File: src/include/tl45_settings.svh
`ifndef TL45_SETTINGS_SVH
`define TL45_SETTINGS_SVH

// bus word and word address widths
`define TL45_DATA_W 32
`define TL45_ADDR_W 30

// top address bits pick the region
`define TL45_PAGE_W 9
`define TL45_RAM_PAGE 9'h000
`define TL45_SYS_PAGE 9'h002

// on-chip ram, 1024 words
`define TL45_RAM_AW 10

// identification word of the system register block
`define TL45_SYS_ID 32'h20191028

`endif

File: src/tl45_bus_pkg.sv
package tl45_bus_pkg;

`include "tl45_settings.svh"

    // one bus data word
    typedef logic [`TL45_DATA_W-1:0] word_t;

    // word address, byte offset dropped
    typedef logic [`TL45_ADDR_W-1:0] waddr_t;

    // one enable per byte lane
    typedef logic [`TL45_DATA_W/8-1:0] sel_t;

    // which master holds the bus
    typedef enum logic {
        MASTER_A = 1'b0,
        MASTER_B = 1'b1
    } master_t;

endpackage

File: src/tl45_map_pkg.sv
package tl45_map_pkg;

`include "tl45_settings.svh"

    // destination of a transfer
    typedef enum logic [1:0] {
        REGION_RAM  = 2'd0,
        REGION_SYS  = 2'd2,
        REGION_NONE = 2'd3
    } region_t;

    // system register index, low nibble of the word address
    typedef enum logic [3:0] {
        REG_ID      = 4'd0,
        REG_SCRATCH = 4'd1,
        REG_ERRADDR = 4'd2,
        REG_CYCLES  = 4'd3,
        REG_IRQ     = 4'd4
    } sys_reg_t;

    typedef struct packed {
        logic [`TL45_PAGE_W-1:0]              page;
        logic [`TL45_ADDR_W-`TL45_PAGE_W-1:0] index;
    } ram_view_t;

    typedef struct packed {
        logic [`TL45_PAGE_W-1:0]              page;
        logic [`TL45_ADDR_W-`TL45_PAGE_W-5:0] unused;
        sys_reg_t                             idx;
    } sys_view_t;

    // same address word, read as ram index or as register index
    typedef union packed {
        tl45_bus_pkg::waddr_t word;
        ram_view_t            ram;
        sys_view_t            sys;
    } bus_addr_u;

endpackage

File: src/tl45_bus_if.sv
`timescale 1ns/10ps

interface tl45_bus_if;

    // arbitrated request
    logic                    cyc;
    logic                    stb;
    logic                    we;
    tl45_map_pkg::bus_addr_u adr;
    tl45_bus_pkg::word_t     dat;
    tl45_bus_pkg::sel_t      sel;
    tl45_bus_pkg::master_t   owner;

    // one of these per accepted strobe
    logic                    ram_stb;
    logic                    sys_stb;
    logic                    none_stb;

    modport decoder (
        output cyc, stb, we, adr, dat, sel, owner,
        output ram_stb, sys_stb, none_stb
    );

    modport target (
        input cyc, stb, we, adr, dat, sel,
        input ram_stb, sys_stb, none_stb
    );

    modport result (
        input cyc, owner, none_stb
    );

endinterface

File: src/tl45_bus_response.sv
`timescale 1ns/10ps

module tl45_bus_response (
    input  logic                i_clk,
    input  logic                i_reset,
    tl45_bus_if.result          bus,
    input  logic                i_ram_ack,
    input  tl45_bus_pkg::word_t i_ram_data,
    input  logic                i_sys_ack,
    input  tl45_bus_pkg::word_t i_sys_data,
    output logic                o_a_ack,
    output logic                o_a_err,
    output tl45_bus_pkg::word_t o_a_data,
    output logic                o_b_ack,
    output logic                o_b_err,
    output tl45_bus_pkg::word_t o_b_data
);

    tl45_bus_pkg::master_t owner_p;
    logic                  err_p;
    logic                  ack_any;
    logic                  held;
    logic                  to_a;
    logic                  to_b;
    tl45_bus_pkg::word_t   rdata;

    // owner and error of the transfer now in the target stage
    always_ff @(posedge i_clk) begin
        if (i_reset) begin
            err_p   <= 1'b0;
            owner_p <= tl45_bus_pkg::MASTER_A;
        end else begin
            err_p   <= bus.none_stb;
            owner_p <= bus.owner;
        end
    end

    assign ack_any = i_ram_ack || i_sys_ack;
    assign rdata   = i_ram_ack ? i_ram_data : (i_sys_ack ? i_sys_data : '0);

    // drop the answer if its master gave up the bus
    assign held = bus.cyc && (bus.owner == owner_p);
    assign to_a = held && (owner_p == tl45_bus_pkg::MASTER_A);
    assign to_b = held && (owner_p == tl45_bus_pkg::MASTER_B);

    always_ff @(posedge i_clk) begin
        if (i_reset) begin
            o_a_ack  <= 1'b0;
            o_a_err  <= 1'b0;
            o_a_data <= '0;
            o_b_ack  <= 1'b0;
            o_b_err  <= 1'b0;
            o_b_data <= '0;
        end else begin
            o_a_ack  <= to_a && ack_any;
            o_a_err  <= to_a && err_p;
            o_a_data <= (to_a && ack_any) ? rdata : '0;
            o_b_ack  <= to_b && ack_any;
            o_b_err  <= to_b && err_p;
            o_b_data <= (to_b && ack_any) ? rdata : '0;
        end
    end

endmodule

File: src/flat_wrapper.sv
// flat-port wrapper written by rule: the top's interface ports become plain ports
module tl45_bus_response_flat 
  (i_clk, i_reset, i_ram_ack, i_ram_data, i_sys_ack, i_sys_data, o_a_ack, o_a_err, o_a_data, o_b_ack, o_b_err, o_b_data, bus_cyc, bus_owner, bus_none_stb);
  tl45_bus_if bus_i ();
  input  logic i_clk;
  input  logic i_reset;
  input  logic i_ram_ack;
  input  tl45_bus_pkg::word_t i_ram_data;
  input  logic i_sys_ack;
  input  tl45_bus_pkg::word_t i_sys_data;
  output logic o_a_ack;
  output logic o_a_err;
  output tl45_bus_pkg::word_t o_a_data;
  output logic o_b_ack;
  output logic o_b_err;
  output tl45_bus_pkg::word_t o_b_data;
  input wire logic [$bits(bus_i.cyc)-1:0] bus_cyc;
  input wire logic [$bits(bus_i.owner)-1:0] bus_owner;
  input wire logic [$bits(bus_i.none_stb)-1:0] bus_none_stb;
  assign bus_i.cyc = bus_cyc;
  assign bus_i.owner = bus_owner;
  assign bus_i.none_stb = bus_none_stb;
  tl45_bus_response u_core (.i_clk(i_clk), .i_reset(i_reset), .bus(bus_i), .i_ram_ack(i_ram_ack), .i_ram_data(i_ram_data), .i_sys_ack(i_sys_ack), .i_sys_data(i_sys_data), .o_a_ack(o_a_ack), .o_a_err(o_a_err), .o_a_data(o_a_data), .o_b_ack(o_b_ack), .o_b_err(o_b_err), .o_b_data(o_b_data));
endmodule
File: config.mk
export PLATFORM = sky130hd
export DESIGN_NAME = tl45_bus_response_flat
export DESIGN_NICKNAME = d
export VERILOG_FILES = /design/src/tl45_bus_pkg.sv /design/src/tl45_map_pkg.sv /design/src/tl45_bus_if.sv /design/src/tl45_bus_response.sv /design/src/flat_wrapper.sv
export VERILOG_INCLUDE_DIRS = /design/src /design/src/include
export SDC_FILE = /design/constraint.sdc
export NUM_CORES = 1
export LEC_CHECK = 0
export ABC_AREA = 1
export BUFFER_PORTS_ARGS = -buffer_cell sky130_fd_sc_hd__buf_2
export CAP_MARGIN = 25
export CORE_ASPECT_RATIO = 0.6
export CORE_MARGIN = 3
export CORE_UTILIZATION = 47
export DETAILED_ROUTE_END_ITERATION = 6
export PLACE_DENSITY_LB_ADDON = 0.12
export SYNTH_ARGS = -nofsm -noshare
export SYNTH_HDL_FRONTEND = slang
export SYNTH_SLANG_ARGS = --single-unit
File: constraint.sdc
create_clock -name i_clk -period 2.8 [get_ports i_clk]
set_input_delay 0.14 -clock i_clk [delete_from_list [all_inputs] [get_ports i_clk]]
set_output_delay 0.14 -clock i_clk [all_outputs]
set_load 0.05 [all_outputs]
==> results.json <==
{
  "drtIter0Drc": 55,
  "relSlewSlack_pct": 58.0,
  "n_fill_cell": 436,
  "routedWlPerCell_um": 11.0,
  "antenna_cells": 0,
  "ys_seq_elements": 70,
  "vias": 2291,
  "gr-total-overflow": 0,
  "leakagePower_nw": 2.01,
  "dieArea_mm2": 0.00618,
  "yosys.area.top_type": "dfxtp_1",
  "finalNetCount": 535,
  "antenna_found_initial": 0,
  "cts_setup_buffers": 0,
  "peakVddDrop_mv": 0.295,
  "num_rows": 19,
  "crit_arrival_ps": 1500,
  "synth-edff-count": 0,
  "post_cts_resized": 0,
  "rsz0062_at_grt": "false",
  "synth-async-reset-ratio_pct": 0,
  "syn_avg_cell_area_um2": 7.50,
  "syn_to_final_growth_pct": 34.7,
  "synth.most_common_cell": "nor2_1",
  "p_per_area_mw_per_mm2": 592,
  "die_y_um": 62.1,
  "multi_input_area_um2": 786,
  "holdPathEnd": "u_core.owner_p",
  "routed_wl_um": 5810,
  "grt_max_degree": 37,
  "design_area_mm2": 0.00332,
  "slew_viol_final": 0,
  "yosysWarningCount": 0,
  "die_w_um": 99.5,
  "drv_cap": 0,
  "core_mm2": 0.00480,
  "synth_cell_types": 13,
  "synth_nets": 400,
  "clkTransAtPathRegs_ps": 70,
  "fin_crit_sh_pct": 44.8,
  "worstHoldPathType": "in -> reg",
  "worst_slew_pin_slew_ps": 628,
  "synth_area_leaders": "dfxtp_1 (57%), nor2_1 (20%), nand2_1 (9.9%), inv_1 (5.9%), buf_6 (2.7%)",
  "grt_pass1_vias": 2172,
  "crit_path_max_fanout": 33,
  "setup_viol": 0,
  "fin_worst_skew_ps": 7.44,
  "start_util_pct": 51.4,
  "r2r-start": "u_core.owner_p",
  "place_congestion": 0.809,
  "root_buffer": "clkbuf_8",
  "drc": 0,
  "tritoncts": "yes",
  "cts_sinks": 70,
  "synth_ff_type": "dfxtp_1",
  "synth_top_area_share_pct": 56.8,
  "synth_cells": 329,
  "track_usage_pct": 19.4,
  "reg2reg_slack_ps": 1550,
  "firstDrtPassIters": 4,
  "synth_area_mm2": 0.00247,
  "hold_buffers": 1,
  "grt_pass1_wl_um": 9560,
  "ys_seq_area_share_pct": 56.8,
  "seq_area_mm2": 0.00140,
  "fmax_mhz": 798,
  "critPathLaunchType": "flop",
  "outcome": "finished, final reports clean",
  "min_from": "bus_owner",
  "setup_tns_ps": 0,
  "post_dp_cell_area_mm2": 0.00312,
  "reg2regPathDepth": 3,
  "cts-buffers-inserted": 9,
  "final_hold_viol_count": 0,
  "avgViaCountPerCell": 4.32,
  "htreeDepth": 3,
  "antenna_left": 0,
  "final_layout_size_suffix_gt1_share_pct": 34.0,
  "hold_depth": 3,
  "critical_path_class": "reg -> reg",
  "worst_setup_path_end_kind": "flop",
  "clk_latency_ps": 330,
  "synth.top_cells.by_count": "nor2_1 (131), dfxtp_1 (70), nand2_1 (65)",
  "fin_crit_ps": 1250,
  "hpwl_um": 4280,
  "clockBufferDepth": 2,
  "numPortBuffers": 138,
  "cp.required_ps": 3040,
  "ioPinCount": 139,
  "r2r-end": "u_core.o_a_data[19]"
}
[cell usage in the layout (no fill, tap or decap)]
master and instances:
nand2_1 65, buf_2 138, buf_4 2, clkbuf_8 14, nand2_2 2, nor3_1 1
nor3_2 1, nor2_4 1, inv_1 39, nor2_1 131, dfxtp_1 70, dlygate4sd3_1 1
nor2_2 1, nand3_1 1
[flip-flops by register name, indices dropped and copies added (netlist names)]
register	count
u_core.o_a_data	32
u_core.o_b_data	32
u_core.err_p	1
u_core.o_a_ack	1
u_core.o_a_err	1
u_core.o_b_ack	1
u_core.o_b_err	1
u_core.owner_p	1
[worst max-delay path by stage]
stage,startpoint,to,cells after the start
after floorplan,u_core.owner_p,u_core.o_a_data[22],4
after global placement,i_ram_ack,u_core.o_a_data[14],5
after detailed placement,i_ram_ack,u_core.o_a_data[0],5
after CTS,u_core.owner_p,u_core.o_a_data[19],3
after global routing,u_core.owner_p,u_core.o_a_data[11],3
final,u_core.owner_p,u_core.o_a_data[19],3
[layout make-up]
cell class | instances | share of cell area (%)
sequential | 70 | 42.2
multi-input combinational | 203 | 23.7
clock buffer | 14 | 5.80
inverter | 39 | 4.41
timing repair buffer | 141 | 21.6
tap | 63 | 2.37
[critical path: stages (launching register included)]
cell and delay [ps]:
dfxtp_1 320, nor3_2 230, nand2_2 390, nor2_1 220
[through the flow]
step | power, W | cells | utilization [%] | worst slack, ps | hold WS [ps]
2_1_floorplan | 0.00117 | 329 | - | 1900 | 211
3_3_place_gp | 0.00124 | 515 | 64.9 | 1360 | 345
3_5_place_dp | 0.00124 | 515 | 64.9 | 1310 | 346
4_1_cts | 0.00199 | 530 | 69.2 | 1520 | 30.3
5_1_grt | 0.00205 | 530 | 69.2 | 1420 | 48.6
6_report | 0.00197 | 530 | 69.2 | 1550 | 42.7
[report_power, final]
part           internal [W]  switching [W]  total (W)
sequential          0.00101     0.00000395    0.00101
clock              0.000433       0.000313   0.000746
combinational     0.0000735       0.000133   0.000206
total               0.00152       0.000450    0.00197
[cells by family (layout without fill, tap and decap cells)]
family                 after synthesis  after routing  synth area share, %
and+or+nand+nor                    203            203                 31.9
buffers and inverters               56            194                 11.3
DFF                                 70             70                 56.8
[routing by layer]
| metal | global-route usage (%) | vias to the layer above | part of all wire, % | wire length [µm] |
|---|---|---|---|---|
| met5 | 0 | - | 0 | 0 |
| met2 | 32.9 | 97 | 46 | 2650 |
| met1 | 21.1 | 975 | 41 | 2380 |
| li1 | - | 1209 | - | - |
| met4 | 7.16 | 0 | 1.5 | 86 |
| met3 | 9.28 | 10 | 12 | 689 |
Note: power is estimated with default switching activity, not from simulation.
