**config.mk**
```make
export PLATFORM = sky130hd
export DESIGN_NAME = tl45_sys_regs_flat
export DESIGN_NICKNAME = d
export VERILOG_FILES = /design/src/tl45_bus_pkg.sv /design/src/tl45_map_pkg.sv /design/src/tl45_bus_if.sv /design/src/tl45_sys_regs.sv /design/src/flat_wrapper.sv
export VERILOG_INCLUDE_DIRS = /design/src /design/src/include
export SDC_FILE = /design/constraint.sdc
export NUM_CORES = 1
export LEC_CHECK = 0
export BUFFER_PORTS_ARGS = -buffer_cell sky130_fd_sc_hd__buf_4
export CORE_UTILIZATION = 50
export CTS_BUF_LIST = sky130_fd_sc_hd__clkbuf_16
export DETAILED_ROUTE_END_ITERATION = 10
export PLACE_DENSITY = 0.79
export SYNTH_ARGS = -nofsm -noshare
export SYNTH_HDL_FRONTEND = slang
export SYNTH_SLANG_ARGS = --single-unit
```
**constraint.sdc**
```tcl
create_clock -name i_clk -period 7.2 [get_ports i_clk]
set_clock_uncertainty 0.05 [all_clocks]
set_input_delay 0.36 -clock i_clk [delete_from_list [all_inputs] [get_ports i_clk]]
set_output_delay 0.36 -clock i_clk [all_outputs]
set_load 0.05 [all_outputs]
```
**src/include/tl45_settings.svh**
```systemverilog
`ifndef TL45_SETTINGS_SVH
`define TL45_SETTINGS_SVH

// bus word and word address widths
`define TL45_DATA_W 32
`define TL45_ADDR_W 30

// top address bits pick the region
`define TL45_PAGE_W 9
`define TL45_RAM_PAGE 9'h000
`define TL45_SYS_PAGE 9'h002

// on-chip ram, 1024 words
`define TL45_RAM_AW 10

// identification word of the system register block
`define TL45_SYS_ID 32'h20191028

`endif

```
**src/tl45_bus_pkg.sv**
```systemverilog
package tl45_bus_pkg;

`include "tl45_settings.svh"

    // one bus data word
    typedef logic [`TL45_DATA_W-1:0] word_t;

    // word address, byte offset dropped
    typedef logic [`TL45_ADDR_W-1:0] waddr_t;

    // one enable per byte lane
    typedef logic [`TL45_DATA_W/8-1:0] sel_t;

    // which master holds the bus
    typedef enum logic {
        MASTER_A = 1'b0,
        MASTER_B = 1'b1
    } master_t;

endpackage

```
**src/tl45_map_pkg.sv**
```systemverilog
package tl45_map_pkg;

`include "tl45_settings.svh"

    // destination of a transfer
    typedef enum logic [1:0] {
        REGION_RAM  = 2'd0,
        REGION_SYS  = 2'd2,
        REGION_NONE = 2'd3
    } region_t;

    // system register index, low nibble of the word address
    typedef enum logic [3:0] {
        REG_ID      = 4'd0,
        REG_SCRATCH = 4'd1,
        REG_ERRADDR = 4'd2,
        REG_CYCLES  = 4'd3,
        REG_IRQ     = 4'd4
    } sys_reg_t;

    typedef struct packed {
        logic [`TL45_PAGE_W-1:0]              page;
        logic [`TL45_ADDR_W-`TL45_PAGE_W-1:0] index;
    } ram_view_t;

    typedef struct packed {
        logic [`TL45_PAGE_W-1:0]              page;
        logic [`TL45_ADDR_W-`TL45_PAGE_W-5:0] unused;
        sys_reg_t                             idx;
    } sys_view_t;

    // same address word, read as ram index or as register index
    typedef union packed {
        tl45_bus_pkg::waddr_t word;
        ram_view_t            ram;
        sys_view_t            sys;
    } bus_addr_u;

endpackage

```
**src/tl45_bus_if.sv**
```systemverilog
`timescale 1ns/10ps

interface tl45_bus_if;

    // arbitrated request
    logic                    cyc;
    logic                    stb;
    logic                    we;
    tl45_map_pkg::bus_addr_u adr;
    tl45_bus_pkg::word_t     dat;
    tl45_bus_pkg::sel_t      sel;
    tl45_bus_pkg::master_t   owner;

    // one of these per accepted strobe
    logic                    ram_stb;
    logic                    sys_stb;
    logic                    none_stb;

    modport decoder (
        output cyc, stb, we, adr, dat, sel, owner,
        output ram_stb, sys_stb, none_stb
    );

    modport target (
        input cyc, stb, we, adr, dat, sel,
        input ram_stb, sys_stb, none_stb
    );

    modport result (
        input cyc, owner, none_stb
    );

endinterface

```
**src/tl45_sys_regs.sv**
```systemverilog
`timescale 1ns/10ps
`include "tl45_settings.svh"

module tl45_sys_regs (
    input  logic                i_clk,
    input  logic                i_reset,
    tl45_bus_if.target          bus,
    output logic                o_ack,
    output tl45_bus_pkg::word_t o_data,
    output logic                o_irq
);

    localparam int TOP = `TL45_DATA_W - 1;

    tl45_bus_pkg::word_t    scratch;
    tl45_bus_pkg::word_t    cycles;
    tl45_bus_pkg::waddr_t   err_addr;
    logic                   irq;
    tl45_map_pkg::sys_reg_t idx;

    assign idx   = bus.adr.sys.idx;
    assign o_irq = irq;

    always_ff @(posedge i_clk) begin
        if (i_reset) begin
            o_ack <= 1'b0;
        end else begin
            o_ack <= bus.sys_stb;
        end
    end

    always_ff @(posedge i_clk) begin
        if (bus.sys_stb && bus.we && (idx == tl45_map_pkg::REG_SCRATCH)) begin
            scratch <= bus.dat;
        end
    end

    always_ff @(posedge i_clk) begin
        if (i_reset) begin
            irq <= 1'b0;
        end else if (bus.sys_stb && bus.we && (idx == tl45_map_pkg::REG_IRQ)) begin
            irq <= bus.dat[0];
        end
    end

    // top bit sticks once reached, the rest keeps wrapping
    always_ff @(posedge i_clk) begin
        if (i_reset) begin
            cycles <= '0;
        end else if (!cycles[TOP]) begin
            cycles <= cycles + 1'b1;
        end else begin
            cycles[TOP-1:0] <= cycles[TOP-1:0] + 1'b1;
        end
    end

    // address of the last access to an unmapped page
    always_ff @(posedge i_clk) begin
        if (i_reset) begin
            err_addr <= '0;
        end else if (bus.none_stb) begin
            err_addr <= bus.adr.word;
        end
    end

    always_ff @(posedge i_clk) begin
        if (bus.sys_stb) begin
            case (idx)
                tl45_map_pkg::REG_ID:      o_data <= `TL45_SYS_ID;
                tl45_map_pkg::REG_SCRATCH: o_data <= scratch;
                tl45_map_pkg::REG_ERRADDR: o_data <= {err_addr, 2'b00};
                tl45_map_pkg::REG_CYCLES:  o_data <= cycles;
                tl45_map_pkg::REG_IRQ:     o_data <= {{TOP{1'b0}}, irq};
                default:                   o_data <= '0;
            endcase
        end
    end

endmodule

```
**src/flat_wrapper.sv**
```systemverilog
// flat-port wrapper written by rule: the top's interface ports become plain ports
module tl45_sys_regs_flat 
  (i_clk, i_reset, o_ack, o_data, o_irq, bus_cyc, bus_stb, bus_we, bus_adr, bus_dat, bus_sel, bus_ram_stb, bus_sys_stb, bus_none_stb);
  tl45_bus_if bus_i ();
  input  logic i_clk;
  input  logic i_reset;
  output logic o_ack;
  output tl45_bus_pkg::word_t o_data;
  output logic o_irq;
  input wire logic [$bits(bus_i.cyc)-1:0] bus_cyc;
  input wire logic [$bits(bus_i.stb)-1:0] bus_stb;
  input wire logic [$bits(bus_i.we)-1:0] bus_we;
  input wire logic [$bits(bus_i.adr)-1:0] bus_adr;
  input wire logic [$bits(bus_i.dat)-1:0] bus_dat;
  input wire logic [$bits(bus_i.sel)-1:0] bus_sel;
  input wire logic [$bits(bus_i.ram_stb)-1:0] bus_ram_stb;
  input wire logic [$bits(bus_i.sys_stb)-1:0] bus_sys_stb;
  input wire logic [$bits(bus_i.none_stb)-1:0] bus_none_stb;
  assign bus_i.cyc = bus_cyc;
  assign bus_i.stb = bus_stb;
  assign bus_i.we = bus_we;
  assign bus_i.adr = bus_adr;
  assign bus_i.dat = bus_dat;
  assign bus_i.sel = bus_sel;
  assign bus_i.ram_stb = bus_ram_stb;
  assign bus_i.sys_stb = bus_sys_stb;
  assign bus_i.none_stb = bus_none_stb;
  tl45_sys_regs u_core (.i_clk(i_clk), .i_reset(i_reset), .bus(bus_i), .o_ack(o_ack), .o_data(o_data), .o_irq(o_irq));
endmodule
```
==> impl_metrics.env <==
export IMPL_outcome="completed"
export IMPL_dpl_hpwl_um=8243
export IMPL_antenna_cells=0
export IMPL_synth_top_family_by_area="simple AND/OR/NAND/NOR gates"
export IMPL_yosysTopAreaCellShare_pct=35.53
export IMPL_yosysTopAreaCell="edfxtp_1"
export IMPL_arrival_ns=2.23
export IMPL_port_buffers=100
export IMPL_ys_flop_type="edfxtp_1"
export IMPL_synth_xor_area_share_pct=2.105
export IMPL_syn_nets=534
export IMPL_coreArea_mm2=0.01042
export IMPL_design_power_total_w=0.001835
export IMPL_die_h_um=106.0
export IMPL_grt_ovfl_total=0
export IMPL_synthSimpleGateAreaFrac_pct=14.87
export IMPL_yosysWarnings=0
export IMPL_timing_fmax_mhz=505.0
export IMPL_seq_area_frac_synth_pct=59.22
export IMPL_cts_path_max_buffers=2
export IMPL_drc=0
export IMPL_synth_edf_count=64
export IMPL_syn_area_per_cell_um2=11.78
export IMPL_worst_setup_path_type="reg2reg"
export IMPL_die_area_mm2=0.01124
export IMPL_syn2layout_area_growth_pct=26.12
export IMPL_hold_class="in2reg"
export IMPL_via_per_inst=5.697
export IMPL_initial_core_util_pct=51.93
export IMPL_critPathLaunchType="register"
export IMPL_grt_use_total_pct=23.64
export IMPL_gp_congestion=0.8542
export IMPL_cts_sinks=128
export IMPL_clk_latency_ns=0.41
export IMPL_critPathMaxFanout=7
export IMPL_leakagePower_nw=2.680
export IMPL_root_buffer="clkbuf_16"
export IMPL_finalSetupViolCount=0
export IMPL_wl_per_cell_um=17.69
export IMPL_hold_viol=0
export IMPL_fp_dieW_um=106.0
export IMPL_path_clk_slew_ns=0.06
export IMPL_numCtsBuffers=17
export IMPL_antenna_found_initial=0
export IMPL_ys_ff_latch=128
export IMPL_cts_setup_buffers=0
export IMPL_min_period_ns=1.980
export IMPL_synth_async_reset_ratio_pct=0
export IMPL_final_cell_mix="buf_4 (102), nor2_1 (76), dfxtp_1 (64), edfxtp_1 (64), mux2i_1 (40)"
export IMPL_layout_commonest_cell="buf_4"
export IMPL_drive_above_1_share_pct=30.50
export IMPL_worst_pin_slew_ns=0.7317
export IMPL_setup_tns_ns=0
export IMPL_synthAdderAreaFrac_pct=0.2313
export IMPL_first_global_vias=3936
export IMPL_nets=626
export IMPL_netlist_instances=459
export IMPL_grt_pass1_wl_um=19920
export IMPL_rsz0062_at_grt="no"
export IMPL_post_route_period_util_pct=27.50
export IMPL_grt_max_degree=70
export IMPL_antenna_left=0
export IMPL_drtIter0Drc=330
export IMPL_nFillCells=755
export IMPL_drt_pass1_iterations=7
export IMPL_drv_cap=0
export IMPL_htree_levels=4
export IMPL_crit_required_ns=7.45
export IMPL_cts_hold_buf=0
export IMPL_cts_resized=0
export IMPL_synth_area_mm2=0.005409
export IMPL_pin_count=108
export IMPL_slew_headroom_pct=51.22
export IMPL_yosys_mux_area_fraction_pct=13.23
export IMPL_vias=3988
export IMPL_synth_area_leaders="edfxtp_1 (36%), dfxtp_1 (24%), mux2i_1 (7.4%), mux2_2 (5.8%), nor2_1 (5.3%)"
export IMPL_cts_tree="yes"
export IMPL_ir_drop_mv=0.2241
export IMPL_cp_end_kind="register"
export IMPL_routed_wl_um=12380
export IMPL_final_max_slew_viol_count=0
export IMPL_yosysUniqueCellTypes=41
export IMPL_synth_compound_area_share_pct=7.217
export IMPL_p_per_area_mw_per_mm2=269.0
export IMPL_num_rows=37
area by class of cell:
| type | count | area [um2] | area share, % |
|---|---|---|---|
| Sequential cell | 128 | 3203 | 46.96 |
| Multi-Input combinational cell | 296 | 2042 | 29.93 |
| Timing Repair Buffer | 102 | 765.7 | 11.23 |
| Clock buffer | 17 | 425.4 | 6.236 |
| Clock inverter | 15 | 192.7 | 2.825 |
| Tap cell | 136 | 170.2 | 2.494 |
| Inverter | 6 | 22.52 | 0.3302 |
worst paths after layout:
check | start | end | slack [ns] | cells after the start
hold / removal | bus_dat[30] | u_core.scratch[30]$_DFFE_PP_ | 0.07 | 1
setup reg to reg | u_core.cycles[3]$_SDFF_PP0_ | u_core.cycles[20]$_SDFF_PP0_ | 5.22 | 4
setup / recovery | u_core.cycles[3]$_SDFF_PP0_ | u_core.cycles[20]$_SDFF_PP0_ | 5.22 | 4
hold reg to reg | u_core.cycles[31]$_SDFF_PP0_ | u_core.cycles[31]$_SDFF_PP0_ | 0.44 | 2
cell families after synthesis:
group,after synthesis
AND/OR/NAND/NOR,154
flip-flops,128
multiplexers,68
AO/OA/AOI/OAI,60
buffers and inverters,35
XOR/XNOR,13
adder cells (fa/ha/maj),1
stage by stage:
step / cells / hold WS, ns / util [%] / area [um2] / setup slack [ns]
2_1_floorplan: 459 / 0.3779 / - / 5409 / 3.614
3_3_place_gp: 668 / 0.4170 / 59.56 / 6203 / 5.179
3_5_place_dp: 668 / 0.4320 / 59.56 / 6203 / 5.117
4_1_cts: 700 / 0.06102 / 65.49 / 6822 / 5.220
5_1_grt: 700 / 0.05478 / 65.49 / 6822 / 5.099
6_report: 700 / 0.07418 / 65.49 / 6822 / 5.220
synthesized netlist by cell type (all sizes together), types with 5 or more instances:
cell	number
a22oi	23
mux2	28
nand2	10
nor2b	7
xnor2	7
buf	14
nand4	11
a21oi	17
mux2i	40
o31ai	10
nand3	12
clkbuf	15
or4	10
dfxtp	64
edfxtp	64
and3	5
xor2	6
nor2	76
o21ai	7
inv	6
routing by layer:
metal | wire, um | share of wire, % | GRT usage, %
met5 | 0 | 0 | 0
met4 | 223 | 1.8 | 8.433
met3 | 855 | 6.9 | 6.315
met2 | 6183 | 50 | 39.45
met1 | 5118 | 41 | 29.54
worst max-delay path, cell delays in order (launching register included):
cell and delay (ns):
dfxtp_1 0.44, nand4_1 0.29, nor4_2 0.53, and3_1 0.23
mux2_2 0.32
where the power goes:
part           total, W  switching (W)  leakage (nW)  internal, W
registers      0.000799      0.0000113          1.14     0.000788
logic          0.000143      0.0000845          1.24    0.0000584
clock network  0.000893       0.000316         0.296     0.000577
total           0.00183       0.000412          2.68      0.00142
registers in the layout, indices dropped and copies added, names as in the netlist:
| name | count |
|---|---|
| u_core.scratch | 32 |
| u_core.err_addr | 30 |
| u_core.o_data | 32 |
| u_core.o_ack | 1 |
| u_core.cycles | 32 |
| u_core.o_irq | 1 |
No activity file was read; power rests on OpenSTA's default activity.
