`src/include/tl45_settings.svh`:
```
`ifndef TL45_SETTINGS_SVH
`define TL45_SETTINGS_SVH

// bus word and word address widths
`define TL45_DATA_W 32
`define TL45_ADDR_W 30

// top address bits pick the region
`define TL45_PAGE_W 9
`define TL45_RAM_PAGE 9'h000
`define TL45_SYS_PAGE 9'h002

// on-chip ram, 1024 words
`define TL45_RAM_AW 10

// identification word of the system register block
`define TL45_SYS_ID 32'h20191028

`endif

```
`src/tl45_bus_pkg.sv`:
```
package tl45_bus_pkg;

`include "tl45_settings.svh"

    // one bus data word
    typedef logic [`TL45_DATA_W-1:0] word_t;

    // word address, byte offset dropped
    typedef logic [`TL45_ADDR_W-1:0] waddr_t;

    // one enable per byte lane
    typedef logic [`TL45_DATA_W/8-1:0] sel_t;

    // which master holds the bus
    typedef enum logic {
        MASTER_A = 1'b0,
        MASTER_B = 1'b1
    } master_t;

endpackage

```
`src/tl45_map_pkg.sv`:
```
package tl45_map_pkg;

`include "tl45_settings.svh"

    // destination of a transfer
    typedef enum logic [1:0] {
        REGION_RAM  = 2'd0,
        REGION_SYS  = 2'd2,
        REGION_NONE = 2'd3
    } region_t;

    // system register index, low nibble of the word address
    typedef enum logic [3:0] {
        REG_ID      = 4'd0,
        REG_SCRATCH = 4'd1,
        REG_ERRADDR = 4'd2,
        REG_CYCLES  = 4'd3,
        REG_IRQ     = 4'd4
    } sys_reg_t;

    typedef struct packed {
        logic [`TL45_PAGE_W-1:0]              page;
        logic [`TL45_ADDR_W-`TL45_PAGE_W-1:0] index;
    } ram_view_t;

    typedef struct packed {
        logic [`TL45_PAGE_W-1:0]              page;
        logic [`TL45_ADDR_W-`TL45_PAGE_W-5:0] unused;
        sys_reg_t                             idx;
    } sys_view_t;

    // same address word, read as ram index or as register index
    typedef union packed {
        tl45_bus_pkg::waddr_t word;
        ram_view_t            ram;
        sys_view_t            sys;
    } bus_addr_u;

endpackage

```
`src/tl45_bus_if.sv`:
```
`timescale 1ns/10ps

interface tl45_bus_if;

    // arbitrated request
    logic                    cyc;
    logic                    stb;
    logic                    we;
    tl45_map_pkg::bus_addr_u adr;
    tl45_bus_pkg::word_t     dat;
    tl45_bus_pkg::sel_t      sel;
    tl45_bus_pkg::master_t   owner;

    // one of these per accepted strobe
    logic                    ram_stb;
    logic                    sys_stb;
    logic                    none_stb;

    modport decoder (
        output cyc, stb, we, adr, dat, sel, owner,
        output ram_stb, sys_stb, none_stb
    );

    modport target (
        input cyc, stb, we, adr, dat, sel,
        input ram_stb, sys_stb, none_stb
    );

    modport result (
        input cyc, owner, none_stb
    );

endinterface

```
`src/tl45_bus_decode.sv`:
```
`timescale 1ns/10ps
`include "tl45_settings.svh"

module tl45_bus_decode (
    input  logic                 i_clk,
    input  logic                 i_reset,
    input  logic                 i_a_cyc,
    input  logic                 i_a_stb,
    input  logic                 i_a_we,
    input  tl45_bus_pkg::waddr_t i_a_adr,
    input  tl45_bus_pkg::word_t  i_a_dat,
    input  tl45_bus_pkg::sel_t   i_a_sel,
    input  logic                 i_b_cyc,
    input  logic                 i_b_stb,
    input  logic                 i_b_we,
    input  tl45_bus_pkg::waddr_t i_b_adr,
    input  tl45_bus_pkg::word_t  i_b_dat,
    input  tl45_bus_pkg::sel_t   i_b_sel,
    output logic                 o_a_stall,
    output logic                 o_b_stall,
    tl45_bus_if.decoder          bus
);

    tl45_bus_pkg::master_t   owner_q;
    tl45_bus_pkg::master_t   owner_d;
    logic                    busy;
    logic                    cyc;
    logic                    stb;
    tl45_map_pkg::bus_addr_u adr;
    tl45_map_pkg::region_t   region;

    // holder keeps the bus, A wins when idle
    always_comb begin
        if (busy) begin
            owner_d = owner_q;
        end else if (i_a_cyc) begin
            owner_d = tl45_bus_pkg::MASTER_A;
        end else begin
            owner_d = tl45_bus_pkg::MASTER_B;
        end
    end

    always_ff @(posedge i_clk) begin
        if (i_reset) begin
            busy    <= 1'b0;
            owner_q <= tl45_bus_pkg::MASTER_A;
        end else begin
            busy    <= cyc;
            owner_q <= owner_d;
        end
    end

    // owner's request onto the bus
    always_comb begin
        if (owner_d == tl45_bus_pkg::MASTER_A) begin
            cyc      = i_a_cyc;
            stb      = i_a_cyc && i_a_stb;
            adr.word = i_a_adr;
            bus.we   = i_a_we;
            bus.dat  = i_a_dat;
            bus.sel  = i_a_sel;
        end else begin
            cyc      = i_b_cyc;
            stb      = i_b_cyc && i_b_stb;
            adr.word = i_b_adr;
            bus.we   = i_b_we;
            bus.dat  = i_b_dat;
            bus.sel  = i_b_sel;
        end
    end

    // page decode
    always_comb begin
        if (adr.ram.page == `TL45_RAM_PAGE) begin
            region = tl45_map_pkg::REGION_RAM;
        end else if (adr.ram.page == `TL45_SYS_PAGE) begin
            region = tl45_map_pkg::REGION_SYS;
        end else begin
            region = tl45_map_pkg::REGION_NONE;
        end
    end

    assign bus.cyc      = cyc;
    assign bus.stb      = stb;
    assign bus.adr      = adr;
    assign bus.owner    = owner_d;
    assign bus.ram_stb  = stb && (region == tl45_map_pkg::REGION_RAM);
    assign bus.sys_stb  = stb && (region == tl45_map_pkg::REGION_SYS);
    assign bus.none_stb = stb && (region == tl45_map_pkg::REGION_NONE);

    // only the master without the grant waits
    assign o_a_stall = (owner_d != tl45_bus_pkg::MASTER_A);
    assign o_b_stall = (owner_d != tl45_bus_pkg::MASTER_B);

endmodule

```
`src/flat_wrapper.sv`:
```
// flat-port wrapper written by rule: the top's interface ports become plain ports
module tl45_bus_decode_flat 
  (i_clk, i_reset, i_a_cyc, i_a_stb, i_a_we, i_a_adr, i_a_dat, i_a_sel, i_b_cyc, i_b_stb, i_b_we, i_b_adr, i_b_dat, i_b_sel, o_a_stall, o_b_stall, bus_cyc, bus_stb, bus_we, bus_adr, bus_dat, bus_sel, bus_owner, bus_ram_stb, bus_sys_stb, bus_none_stb);
  tl45_bus_if bus_i ();
  input  logic i_clk;
  input  logic i_reset;
  input  logic i_a_cyc;
  input  logic i_a_stb;
  input  logic i_a_we;
  input  tl45_bus_pkg::waddr_t i_a_adr;
  input  tl45_bus_pkg::word_t i_a_dat;
  input  tl45_bus_pkg::sel_t i_a_sel;
  input  logic i_b_cyc;
  input  logic i_b_stb;
  input  logic i_b_we;
  input  tl45_bus_pkg::waddr_t i_b_adr;
  input  tl45_bus_pkg::word_t i_b_dat;
  input  tl45_bus_pkg::sel_t i_b_sel;
  output logic o_a_stall;
  output logic o_b_stall;
  output wire logic [$bits(bus_i.cyc)-1:0] bus_cyc;
  output wire logic [$bits(bus_i.stb)-1:0] bus_stb;
  output wire logic [$bits(bus_i.we)-1:0] bus_we;
  output wire logic [$bits(bus_i.adr)-1:0] bus_adr;
  output wire logic [$bits(bus_i.dat)-1:0] bus_dat;
  output wire logic [$bits(bus_i.sel)-1:0] bus_sel;
  output wire logic [$bits(bus_i.owner)-1:0] bus_owner;
  output wire logic [$bits(bus_i.ram_stb)-1:0] bus_ram_stb;
  output wire logic [$bits(bus_i.sys_stb)-1:0] bus_sys_stb;
  output wire logic [$bits(bus_i.none_stb)-1:0] bus_none_stb;
  assign bus_cyc = bus_i.cyc;
  assign bus_stb = bus_i.stb;
  assign bus_we = bus_i.we;
  assign bus_adr = bus_i.adr;
  assign bus_dat = bus_i.dat;
  assign bus_sel = bus_i.sel;
  assign bus_owner = bus_i.owner;
  assign bus_ram_stb = bus_i.ram_stb;
  assign bus_sys_stb = bus_i.sys_stb;
  assign bus_none_stb = bus_i.none_stb;
  tl45_bus_decode u_core (.i_clk(i_clk), .i_reset(i_reset), .i_a_cyc(i_a_cyc), .i_a_stb(i_a_stb), .i_a_we(i_a_we), .i_a_adr(i_a_adr), .i_a_dat(i_a_dat), .i_a_sel(i_a_sel), .i_b_cyc(i_b_cyc), .i_b_stb(i_b_stb), .i_b_we(i_b_we), .i_b_adr(i_b_adr), .i_b_dat(i_b_dat), .i_b_sel(i_b_sel), .o_a_stall(o_a_stall), .o_b_stall(o_b_stall), .bus(bus_i));
endmodule
```
`config.mk`:
```
export PLATFORM = sky130hd
export DESIGN_NAME = tl45_bus_decode_flat
export DESIGN_NICKNAME = d
export VERILOG_FILES = /design/src/tl45_bus_pkg.sv /design/src/tl45_map_pkg.sv /design/src/tl45_bus_if.sv /design/src/tl45_bus_decode.sv /design/src/flat_wrapper.sv
export VERILOG_INCLUDE_DIRS = /design/src /design/src/include
export SDC_FILE = /design/constraint.sdc
export NUM_CORES = 1
export LEC_CHECK = 0
export BUFFER_PORTS_ARGS = -buffer_cell sky130_fd_sc_hd__buf_2
export CORE_AREA = 5 5 81 83
export DETAILED_ROUTE_END_ITERATION = 10
export DIE_AREA = 0 0 86 88
export GPL_ROUTABILITY_DRIVEN = 0
export GPL_TIMING_DRIVEN = 0
export PLACE_DENSITY = 0.71
export SETUP_SLACK_MARGIN = 0.15
export SYNTH_ARGS = -nofsm -noshare
export SYNTH_HDL_FRONTEND = slang
export SYNTH_SLANG_ARGS = --single-unit
```
`constraint.sdc`:
```
create_clock -name i_clk -period 1.98 [get_ports i_clk]
set_input_delay 0.198 -clock i_clk [delete_from_list [all_inputs] [get_ports i_clk]]
set_output_delay 0.198 -clock i_clk [all_outputs]
set_load 0.1 [all_outputs]
```
==> results.py <==
metrics = {
    "grt": {
        "grt_most_used_layer": "met2",
        "use_met1_pct": 17.5,
        "grt_max_degree": 12,
        "grtUsageTotal_pct": 15.9,
        "grtUsageMet3_pct": 2.92,
        "antenna_found_initial": 0,
        "overflow": 0,
        "grt_pass1_wl_mm": 9.99,
        "met2_usage_pct": 31.1,
        "grt_pass1_vias": 2336,
    },
    "clock_tree": {
        "ctsRootBufferMaster": "clkbuf_8",
        "cts_max_path_buffers": 2,
        "cts_buffers": 3,
        "clock-sinks": 2,
        "htree_levels": 1,
        "clk_latency_ns": 0.21,
        "clk_pin_slew_ns": 0.03,
        "hold_buffers": 0,
        "cts_tree": "done",
    },
    "pwr": {
        "power.density_nw_per_um2": 785,
        "irDropWorstVdd_mv": 0.503,
        "p_leak_nw": 1.78,
    },
    "drt": {
        "vias_per_cell": 4.29,
        "wl_per_cell_um": 12.9,
        "drc": 0,
        "drt-total-wl_mm": 6.90,
        "drt_pass1_iterations": 4,
        "ant_nets": 0,
        "via_count": 2293,
        "drtIter0Drc": 59,
    },
    "placement": {
        "hpwl_mm": 5.53,
        "post_dp_cell_area_um2": 2290,
        "io_buffers": 214,
    },
    "final_layout": {
        "regArea_um2": 43.8,
        "area_delta_synth_final_pct": 187,
        "fillers": 596,
        "fin_area_um2": 2910,
        "nets": 602,
        "multi_input_area_um2": 1000,
        "drive_gt1_share_pct": 59.8,
        "mostFrequentLayoutCells": "nand2_1, buf_2, buf_6",
        "layout.cells.most_common": "nand2_1",
        "diodes": 0,
    },
    "timing": {
        "skew_ns": 0.000759,
        "rsz0062_at_grt": "yes",
        "tightestPinTransition_ns": 0.486,
        "max_freq_ghz": 0.552,
        "slew_headroom_pct": 67.8,
        "finalCritPeriodShare_pct": 91.5,
        "setup_tns_ns": 0,
        "slew_violations": 0,
        "hold_violations": 0,
        "setup_violations": 0,
        "min_period_ns": 1.81,
    },
    "worst_setup_path": {
        "cp.arrival_ns": 1.61,
        "critPathMaxFanout": 10,
        "worst_ep_required_time_ns": 1.78,
        "path_class": "flip-flop to primary output",
        "cp_slowest_stage_delay_ns": 0.34,
        "critPathCaptureType": "primary output",
        "crit_chain": "o21ai_4, buf_4, clkbuf_2, nand2_1, nand2_1, buf_4",
        "slowest_stage": "dfxtp_4",
        "r2r.worst_path.cells": 4,
        "reg2reg_slack_ns": 0.88,
        "startpoint_type": "flip-flop",
    },
    "logic_synthesis": {
        "yosysTopAreaCellShare_pct": 74.6,
        "synthCells": 240,
        "yosysTopAreaCell": "nand2_1",
        "ys_types": 20,
        "synth_area_per_cell_um2": 4.23,
        "syn_nets": 380,
        "netlist_area_um2": 1020,
        "ys_seq_elements": 2,
        "seq_area_frac_synth_pct": 3.94,
        "synth.area.top_cells": "nand2_1, dfxtp_1, buf_2",
        "yosys_warnings": 0,
    },
    "floorplanning": {
        "core_area_um2": 5780,
        "die_width_um": 86,
        "io_pins": 215,
        "die-area_um2": 7570,
        "die_y_um": 88,
        "start_util_pct": 17.6,
        "rows": 28,
    },
    "status": {
        "outcome": "finished, final reports clean",
    },
    "job": {
        "cap_violations": 0,
    },
    "hold_path": {
        "hold_path.class": "input pin to flip-flop",
        "holdPathStages": 2,
    },
}
[cell type report]
class	instances	share of cell area, %
buffer	15	3.87
clock buffer	3	1.42
inverter	3	0.559
multi-input combinational	220	34.5
sequential	2	1.50
tap	75	3.22
timing repair buffer	217	55.0
[cell families (layout without fill, tap and decap cells)]
logic type      after synthesis  count (layout)  synth area share [%]
compound gates                3               3                  2.09
buf+inv                      18             238                  9.61
flops                         2               2                  3.94
mux                           2               2                  2.34
simple gates                215             215                  82.0
[per-stage QoR]
step,std cells,power (W),worst slack [ns],util [%],hold WS (ns)
after floorplan,240,0.00151,0.0904,-,0.270
after global placement,529,0.00184,0.0832,39.6,0.380
after detailed placement,529,0.00185,0.0786,39.6,0.383
after CTS,532,0.00217,0.0497,45.6,0.166
after global routing,535,0.00238,0.0906,50.4,0.172
final,535,0.00229,0.169,50.4,0.165
[worst paths after layout]
path,start,end
worst max-delay path,u_core.busy,bus_dat[8]
worst min-delay path,i_reset,u_core.owner_q
worst max register to register,u_core.busy,u_core.owner_q
worst min register to register,u_core.owner_q,u_core.busy
[repair_timing]
| action | in CTS | in global routing |
|---|---|---|
| resized for setup | 106 | 70 |
| pin swaps | 0 | 1 |
| setup buffers | 0 | 3 |
| endpoints found under the setup margin | 69 | 73 |
[critical path: cells and delay by family (launching register included)]
kind	cells	cell delay, ns
AOI/OAI and AO/OA	1	0.23
buffers and inverters	3	0.65
DFF	1	0.34
and+or+nand+nor	2	0.16
[metal layers]
layer / up-vias / wire length [µm] / part of all wire (%)
li1: 1166 / - / -
met1: 987 / 2400 / 35
met2: 132 / 3730 / 54
met3: 8 / 672 / 9.7
met4: 0 / 100 / 1.4
met5: - / 0 / 0
[sequential cells by signal, summed over array words and instances, names as in the netlist]
register and cells:
u_core.busy 1, u_core.owner_q 1
[power breakdown]
group | switching [W] | internal [W]
Clock | 0.0000287 | 0.000128
Combinational | 0.00154 | 0.000542
Sequential | 0.00000317 | 0.0000436
[synth_stat cells]
library cell,instances
inv_1,1
buf_6,2
o21ai_2,1
nand3_1,1
nand2b_1,1
nor3b_2,1
dfxtp_1,2
a21oi_1,1
o21a_1,1
mux2i_2,1
buf_4,2
nor2_1,4
nand2_1,202
and3_1,1
clkbuf_1,5
buf_2,6
inv_2,2
nor3_1,1
nor4_1,4
mux2i_1,1
Note: power is estimated with default switching activity, not from simulation.
